`src/common/sd_cfg.svh`:
```
`ifndef SD_CFG_SVH
`define SD_CFG_SVH

// Sources feeding the round-robin arbiter
`define SD_INPUTS 4

// Sinks behind the mirror and width of the destination mask
`define SD_OUTPUTS 4

// Payload bits in one flit
`define SD_PAYLOAD_W 8

`endif

```
`src/common/sd_pkg.sv`:
```
`include "sd_cfg.svh"

package sd_pkg;

  // One flit on the merged channel
  // Mask sits above the payload in the packed word
  typedef struct packed {
    logic [`SD_OUTPUTS-1:0]   dst;      // One bit per sink
    logic [`SD_PAYLOAD_W-1:0] payload;  // Copied to every masked sink
  } flit_t;

  // Occupancy of the one-flit mirror stage
  typedef enum logic {
    MS_EMPTY   = 1'b0,  // Nothing held
    MS_DELIVER = 1'b1   // Copies still owed to some sinks
  } mirror_state_t;

endpackage

```
`src/mirror/sd_mirror.sv`:
```
`timescale 1ns/100ps
`include "sd_cfg.svh"

// One-flit holding stage
// Offers the payload to every sink named in the mask
// Each sink takes its copy independently
module sd_mirror
  (
  input  logic                     clk,
  input  logic                     reset,
  // Merged channel from the arbiter
  input  logic                     mm_srdy,
  input  sd_pkg::flit_t            mm_flit,
  output logic                     mm_drdy,
  // Sinks
  output logic [`SD_OUTPUTS-1:0]   out_srdy,
  output logic [`SD_PAYLOAD_W-1:0] out_data,   // Shared by all sinks
  input  logic [`SD_OUTPUTS-1:0]   out_drdy
  );

  import sd_pkg::*;

  mirror_state_t            state;      // Held flit or not
  mirror_state_t            state_nxt;
  logic [`SD_OUTPUTS-1:0]   pend;       // Sinks still owed a copy
  logic [`SD_OUTPUTS-1:0]   pend_nxt;
  logic [`SD_OUTPUTS-1:0]   pend_left;  // Still owed after this cycle's accepts
  logic [`SD_PAYLOAD_W-1:0] payload_q;  // Held payload
  logic                     last_copy;  // Final owed copy goes out now
  logic                     load;       // Merged transfer this cycle
  logic                     keep;       // Loaded flit names some sink

  assign pend_left = pend & ~out_drdy;  // Bits clear as sinks accept
  assign last_copy = (state == MS_DELIVER) && (pend_left == '0);

  // Ready when empty or when the last copy leaves
  // Lets back-to-back flits flow with no bubble
  assign mm_drdy = (state == MS_EMPTY) || last_copy;

  assign load = mm_srdy && mm_drdy;
  assign keep = load && (mm_flit.dst != '0);  // Zero mask is swallowed

  // Next state and pending mask
  always_comb
  begin
    state_nxt = state;
    pend_nxt  = pend;
    case (state)
      MS_EMPTY:
      begin
        if (keep)
        begin
          state_nxt = MS_DELIVER;
          pend_nxt  = mm_flit.dst;  // One copy owed per mask bit
        end
      end
      MS_DELIVER:
      begin
        pend_nxt = pend_left;
        if (keep)
          pend_nxt = mm_flit.dst;  // Old flit done, new one in same cycle
        else if (last_copy)
          state_nxt = MS_EMPTY;
      end
      default:
      begin
        state_nxt = MS_EMPTY;
        pend_nxt  = '0;
      end
    endcase
  end

  // Control state
  always_ff @(posedge clk)
  begin
    if (reset)
    begin
      state <= MS_EMPTY;
      pend  <= '0;
    end
    else
    begin
      state <= state_nxt;
      pend  <= pend_nxt;
    end
  end

  // Payload register
  always_ff @(posedge clk)
  begin
    if (keep)
      payload_q <= mm_flit.payload;  // Held until every copy is taken
  end

  // Offer only to sinks that still owe
  assign out_srdy = (state == MS_DELIVER) ? pend : '0;
  assign out_data = payload_q;

endmodule

```
`config.mk`:
```
export PLATFORM = sky130hd
export DESIGN_NAME = sd_mirror
export DESIGN_NICKNAME = d
export VERILOG_FILES = /design/src/common/sd_pkg.sv /design/src/mirror/sd_mirror.sv
export VERILOG_INCLUDE_DIRS = /design/src /design/src/common
export SDC_FILE = /design/constraint.sdc
export NUM_CORES = 1
export LEC_CHECK = 0
export BUFFER_PORTS_ARGS = -buffer_cell sky130_fd_sc_hd__clkbuf_2
export CAP_MARGIN = 20
export CORE_UTILIZATION = 30
export CTS_BUF_LIST = sky130_fd_sc_hd__clkbuf_8 sky130_fd_sc_hd__clkbuf_16
export CTS_CLUSTER_DIAMETER = 60
export DETAILED_ROUTE_END_ITERATION = 10
export PLACE_DENSITY = 0.65
export SETUP_SLACK_MARGIN = 0.4
export SLEW_MARGIN = 20
export SYNTH_ARGS = -nofsm -noshare
export SYNTH_HDL_FRONTEND = slang
export SYNTH_SLANG_ARGS = --single-unit
```
`constraint.sdc`:
```
create_clock -name clk -period 5 [get_ports clk]
set_input_delay 0.75 -clock clk [delete_from_list [all_inputs] [get_ports clk]]
set_output_delay 0.75 -clock clk [all_outputs]
set_load 0.01 [all_outputs]
```
# Yosys cells after proc, flatten, opt, wreduce, memory -nomap -nowiden
# Index checks and enable logic that the tools add are counted.
dict set report totals {
  inputBits 19
  register_bits 13
}
dict set report classes {
  eq_ne 1
  n_bitwise 3
  n_reduce_logical 6
  muxes 8
}
# cell n
set op_table {}
lappend op_table {{4-bit 2-to-1 mux} 3}
lappend op_table {{4-bit one-hot mux with 2 select lines} 1}
lappend op_table {{4-bit AND} 1}
lappend op_table {{4-bit zero test} 1}
lappend op_table {{4-bit NOT} 1}
lappend op_table {{4-bit nonzero test} 1}
lappend op_table {{1-bit logical AND} 3}
lappend op_table {{1-bit 2-to-1 mux} 3}
lappend op_table {{2-bit inequality test (second input constant)} 1}
lappend op_table {{1-bit one-hot mux with 2 select lines} 1}
lappend op_table {{1-bit logical OR} 1}
lappend op_table {{1-bit NOT} 1}

# Longest topological paths before layout
# Gate-level depths: netlist of the first run.
dict set report logic_depth {
  word_depth 9
  depth_mapped 4
  mapped_depth_nobuf 4
}

# Least setup slack after synthesis of the first run
# No wires, ideal clock.
dict set report synth_timing {
  path_type {input to output}
  start {input out_drdy[0]}
  end {output mm_drdy}
  n_path_buf 0
  required_ns 4.250
  cell_stages 3
  t_arrival_ns 1.358
  slack_ns 2.892
  cell_sequence {nor2b_1 -> o41a_1 -> inv_2}
}
dict set report synth_via {
  elab_chain_cells 5
}
# element line_no
set synth_rtl {}
lappend synth_rtl {{start, declared} sd_mirror.sv:18} ;# input logic [`SD_OUTPUTS-1:0] out_drdy
lappend synth_rtl {{4-bit NOT} sd_mirror.sv:33} ;# assign pend_left = pend & ~out_drdy;
lappend synth_rtl {{4-bit AND} sd_mirror.sv:33}
lappend synth_rtl {{4-bit zero test} sd_mirror.sv:34} ;# assign last_copy = (state == MS_DELIVER) && (pend_left == '0);
lappend synth_rtl {{1-bit logical AND} sd_mirror.sv:34}
lappend synth_rtl {{1-bit logical OR} sd_mirror.sv:38} ;# assign mm_drdy = (state == MS_EMPTY) || last_copy;
lappend synth_rtl {{end, declared} sd_mirror.sv:14} ;# output logic mm_drdy,
# Every way passes these cells.

# Worst setup path in the final report of the first run
# Same ends and word-level chain as after synthesis.

==> metrics.txt, run 1 <==
status=finished, final reports clean; antenna violations before repair=0; min-delay src=pend[3]$_SDFFE_PP0P_; # setup viols final=0; Worst R2R Path Depth=3; TNS Setup=0 ns; Seq. cell area=~340 um^2; WP buf/inv=3; die span in x=44.0 um; Antenna Nets Post-Route=0; DR DRC count=0; sequential share of the synthesized area=0.645; total of max-cap violations=0; HP Class=reg2reg; reg-to-reg endpoint=out_data[3]$_DFFE_PP_; DR vias/cell=about 4.5; Final Net Count=98; Worst Path Required=approximately 4.3 ns; setup repair after global routing missed its margin=no; Synth Register Bits=13; Slew @ Worst Pin=0.617 ns; crit share post-route=0.470; CTS Buf Count=3; Post-Route Utilization=0.471; worst hold path depth=2; syn_nets=63; antenna cells=0; Port Buffer Count=31; largest net degree at the start of global routing=11; Cell Count, Final, Fillers Out=94; maximum clock rate=approximately 430 MHz; post-synthesis cell area=528 um^2; PwrDens=~320 nW/um^2; area occupied by multi-input gates=around 180 um^2; syn avg cell area=12.0 um^2; CP arrival=about 1.6 ns; Worst path most repeated cell=clkbuf_2; Netlist cell types=14; DIE HEIGHT=roughly 44 um; Tot Pwr=0.000240 W; Max Root-Sink Buffers=2; Synth Flop Type=edfxtp_1; Setup Crit Path Kind=in2out; delay-heaviest family, CP=compound AO/OA/AOI/OAI gates; fillers=between 100 and 150; Post-synth EDFFs=8; Leakage=about 0.33 nW; site row count=14; CP endpoint kind=output port; post-synth top area cell=edfxtp_1; Clock Pin Slew Worst Setup and Hold Paths=roughly 0.050 ns; minimum clock period after layout=between 2 and 2.5 ns; first-pass GRT wire length=approximately 1500 um; Gate Count Post-Synth=between 40 and 50; top-area cell type share of the netlist area=0.455; Die ar.=1930 um^2; TritonCTS clock tree=done; grt ovf=0; post-DR wirelength/cell=10.2 um; Post-synth ARST share=0; relative slew slack=0.587; Crit Path Max Fanout=6; largest cells by area after synthesis=edfxtp_1 (45%), dfxtp_1 (19%), nand2_1 (5.7%); GP Congestion=0.732; CTS resizes=0; startpoint types=primary input; layout cells sized above 1=0.462; Routed WL=about 960 um; Initial Utilization=0.335; Slew Viols, Final=0; TritonCTS Sinks=13; CTS root buffer=clkbuf_8; Worst R2R Setup Slack=between 3 and 4 ns; final hold vios=0; Worst Skew=about 0.002 ns; cts hold-fix bufs=0; worst vdd ir=between 0.0002 and 0.0003 V; Critical R2R Launch=pend[0]$_SDFFE_PP0P_; top post-synthesis cells by count=edfxtp_1 (8), nand2_1 (8), dfxtp_1 (5); IO Pins=32; DR pass1 iterations=6; dpl cells=90; Post-CTS Setup Bufs=0; 1st-iter DRT viols=11; via count=422; worst hold endpoint=pend[3]$_SDFFE_PP0P_; crit-path cells=clkbuf_2, nor2b_1, o41a_1, inv_2, clkbuf_2; Worst path max stage delay=roughly 0.51 ns; Area Growth Syn to Fin=40.8%; synthesis warning total=0; Clock Latency Late Sink=around 0.23 ns; vias in the first global route=~370; H-tree Lvls=1; core area=between 1500 and 2000 um^2; GRT Resource Usage Total=0.114; Crit-path slowest cell=o41a_1
==> worst max-delay path by stage <==
stage | slack [ns] | from | to | cells past startpoint
2_1_floorplan | 2.89 | out_drdy[0] | mm_drdy | 3
3_3_place_gp | 2.66 | out_drdy[0] | mm_drdy | 5
3_5_place_dp | 2.65 | out_drdy[0] | mm_drdy | 5
4_1_cts | 2.65 | out_drdy[0] | mm_drdy | 5
5_1_grt | 2.61 | out_drdy[0] | mm_drdy | 5
6_report | 2.65 | out_drdy[0] | mm_drdy | 5
==> flip-flops by register name (all words and copies together), names as in the netlist <==
register / count
out_data: 8
pend: 4
state: 1
==> power breakdown <==
group          switching, W  total [W]  internal, W
logic             0.0000144  0.0000282    0.0000138
registers        0.00000345   0.000126     0.000122
clock network     0.0000326  0.0000865    0.0000539
total             0.0000505   0.000240     0.000190
==> cell usage in the layout (no fill, tap or decap) <==
cell type	count
clkbuf_8	3
inv_1	1
edfxtp_1	8
o22ai_1	4
o41a_1	1
a21oi_1	1
nor2_1	1
o41ai_2	1
nand3b_1	4
inv_2	1
dfxtp_1	5
clkbuf_2	31
nand2_1	8
and2_1	4
nor2b_1	4
o21bai_1	1
==> metal layers <==
layer	vias to the layer above	global-route usage	wire [um]
li1	226	-	-
met1	180	0.138	418
met2	16	0.173	488
met3	0	0.0500	56
met4	0	0.0545	0
met5	-	0	0
==> metrics by stage <==
step / instance area [um^2] / setup WS [ns] / hold slack [ns]
2_1_floorplan: 528 / 2.89 / 0.439
3_3_place_gp: 698 / 2.66 / 0.463
3_5_place_dp: 698 / 2.65 / 0.457
4_1_cts: 743 / 2.65 / 0.464
5_1_grt: 743 / 2.61 / 0.491
6_report: 743 / 2.65 / 0.462
==> worst reg2reg max path, stage by stage (launching register included) <==
cell and delay (ns):
dfxtp_1 0.31, nor2b_1 0.12, o41a_1 0.51, nor2_1 0.53
==> final cells by class <==
| type | count | share of cell area |
|---|---|---|
| Clock buffer | 3 | 0.0556 |
| Clock inverter | 1 | 0.00505 |
| Inverter | 1 | 0.00505 |
| Multi-Input combinational cell | 29 | 0.241 |
| Sequential cell | 13 | 0.458 |
| Tap cell | 16 | 0.0269 |
| Timing Repair Buffer | 31 | 0.209 |
==> cells by family after synthesis <==
group                  Yosys count  synth area share
AOI/OAI and AO/OA                8             0.123
buffers and inverters            2            0.0166
DFF                             13             0.645
and+or+nand+nor                 21             0.216
(Power assumes the default switching activity.)
==> run 2, diff against run 1 <==
--- a/config.mk
+++ b/config.mk
@@ -6,13 +6,14 @@
 export SDC_FILE = /design/constraint.sdc
 export NUM_CORES = 1
 export LEC_CHECK = 0
+export ABC_AREA = 1
 export BUFFER_PORTS_ARGS = -buffer_cell sky130_fd_sc_hd__clkbuf_2
 export CAP_MARGIN = 20
 export CORE_UTILIZATION = 30
 export CTS_BUF_LIST = sky130_fd_sc_hd__clkbuf_8 sky130_fd_sc_hd__clkbuf_16
 export CTS_CLUSTER_DIAMETER = 60
 export DETAILED_ROUTE_END_ITERATION = 10
-export PLACE_DENSITY = 0.65
+export PLACE_DENSITY = 0.66
 export SETUP_SLACK_MARGIN = 0.4
 export SLEW_MARGIN = 20
 export SYNTH_ARGS = -nofsm -noshare
==> constraint.sdc (replaced) <==
create_clock -name clk -period 2 [get_ports clk]
set_input_delay 0.3 -clock clk [delete_from_list [all_inputs] [get_ports clk]]
set_output_delay 0.3 -clock clk [all_outputs]
set_load 0.01 [all_outputs]
==> run 2 against run 1 <==
  * Final cell count increased by 34%
  * Critical path type is now reg2out
  * First-iteration DRC count decreased by 64%
  * Synthesized cell count increased by 50%
  * Highest routed layer unchanged
  * Total power increased to 2.6 times the previous value
  * Largest cell class unchanged
  * Register-to-register slack got worse by 2.5 ns
==> metrics.txt, run 2 <==
status=finished, final reports clean; TritonCTS Sinks=13; TritonCTS clock tree=done; post-synthesis cell area=around 580 um^2; Worst Skew=0.00568 ns; DIE HEIGHT=roughly 46 um; TNS Setup=0 ns; reg-to-reg endpoint=out_data[4]$_DFFE_PP_; largest family of logic cells by synthesized area=simple AND/OR/NAND/NOR gates; CTS Buf Count=3; commonest non-fill, non-tap cell in the layout=clkbuf_2; DR vias/cell=about 4; top-area cell type share of the netlist area=0.413; post-synth top area cell=edfxtp_1; largest cells by area after synthesis=edfxtp_1 (41%), dfxtp_1 (17%), nand3_1 (10%); Post-CTS Setup Bufs=0; DR pass1 iterations=3; vias in the first global route=around 440; relative slew slack=0.749; Worst R2R Path Depth=6; Routed WL=approximately 1100 um; antenna violations before repair=0; Simple-Gate Fraction of Synth Area=0.239; dpl ws=roughly 0.63 ns; Adder-Cell Fraction of Synth Area=0; most common cell in the netlist=inv_1; IO Pins=32; Post-synth ARST share=0; syn_nets=between 80 and 90; compound-gate portion of the synthesized area=0.0710; Clock Latency Late Sink=roughly 0.24 ns; sequential share of the synthesized area=0.585; CTS resizes=0; Gate Count Post-Synth=66; commonest non-fill, non-tap cells in the layout=clkbuf_2 (31), inv_1 (15), nand2_1 (13); Tot Pwr=0.000616 W; worst setup path endpoint=mm_drdy; CTS root buffer=clkbuf_8; DR DRC count=0; die span in x=between 40 and 50 um; worst vdd ir=between 0.0003 and 0.0004 V; Leakage=approximately 0.44 nW; core area=1760 um^2; Worst R2R Setup Slack=~0.72 ns; Setup WS post-layout=roughly 0.61 ns; synthesis warning total=0; Slew Viols, Final=0; antenna cells=0; Critical path origin=pend[3]$_SDFFE_PP0P_; mux contribution to synthesized area=0; syn avg cell area=8.82 um^2; Post-Synth XOR/XNOR Area=0; cts hold-fix bufs=0; grt ovf=0; top post-synthesis cells by count=inv_1 (15), nand2_1 (13), nand3_1 (12); crit share post-route=0.697; H-tree Lvls=1; Antenna Nets Post-Route=0; Slew @ Worst Pin=0.376 ns; via count=approximately 520; Worst Path Required=~1.7 ns; total of max-cap violations=0; Netlist cell types=10; Area Growth Syn to Fin=40.4%; minimum clock period after layout=about 1.4 ns; Max Root-Sink Buffers=2; HP Class=in2reg; final hold vios=0; GRT Resource Usage Total=0.115; Critical R2R Launch=pend[3]$_SDFFE_PP0P_; GP Congestion=roughly 0.74; CP endpoint kind=output port; # setup viols final=0; layout cells sized above 1=0.396; PwrDens=about 750 nW/um^2; CP arrival=~1.1 ns; startpoint types=register; Port Buffer Count=31; Die ar.=2120 um^2; 1st-iter DRT viols=4; Synth Register Bits=13; post-DR wirelength/cell=roughly 8.5 um; Post-synth EDFFs=8; maximum clock rate=approximately 720 MHz; Synth Flop Type=edfxtp_1; Largest register FFs=8; Clock Pin Slew Worst Setup and Hold Paths=0.06 ns; largest net degree at the start of global routing=11; Setup Crit Path Kind=reg2out; first-pass GRT wire length=between 1500 and 2000 um; HPWL Detailed=approximately 890 um; site row count=15; Final Net Count=121; Initial Utilization=0.330; Crit Path Max Fanout=7; setup repair after global routing missed its margin=no
-- run 2: cells by family after synthesis --
| group | Yosys count |
|---|---|
| DFF | 13 |
| buffers and inverters | 16 |
| AOI/OAI and AO/OA | 6 |
| and+or+nand+nor | 31 |
-- run 2: stage by stage --
stage / cell area (um^2) / utilization / hold WS, ns / cells
floorplan: 582 / - / 0.369 / 66
global placement: 771 / 0.437 / 0.483 / 122
detailed placement: 771 / 0.437 / 0.479 / 122
CTS: 817 / 0.463 / 0.230 / 126
global route: 817 / 0.463 / 0.226 / 126
finish: 817 / 0.463 / 0.237 / 126
-- run 2: per-layer routing --
metal  track usage  up-vias  wire (um)
met5             0        -          0
met1         0.141      217        477
met2         0.189       23        506
met3        0.0278        0         85
li1              -      277          -
met4        0.0529        0          0
-- run 2: where the power goes --
group	switching, W	internal [W]	leakage, nW
logic	0.0000414	0.0000350	0.296
clock network	0.0000876	0.000137	0.0255
registers	0.0000111	0.000304	0.119
-- run 2: worst min path at each step --
stage	startpoint	to	slack, ns	cells after the start
finish	mm_flit[6]	out_data[6]$_DFFE_PP_	0.24	1
global route	mm_flit[0]	out_data[0]$_DFFE_PP_	0.23	1
CTS	mm_flit[6]	out_data[6]$_DFFE_PP_	0.23	1
detailed placement	mm_flit[4]	out_data[4]$_DFFE_PP_	0.48	1
global placement	mm_flit[5]	out_data[5]$_DFFE_PP_	0.48	1
floorplan	reset	pend[0]$_SDFFE_PP0P_	0.37	1
-- run 2: final cells by class --
cell class | instances | area [um^2]
flip-flops and latches | 13 | 340
multi-input cells | 37 | 180
inverters | 15 | 56.3
repair buffers | 32 | 163
clock inverters | 1 | 5.00
well taps | 25 | 31.3
clock buffers | 3 | 41.3
fillers | 215 | 947
-- run 2: worst max-delay path, cell delays in order (launching register included) --
cell,delay [ns]
dfxtp_1,0.33
nand2_1,0.08
nand2_2,0.07
o21ai_4,0.21
clkbuf_2,0.17
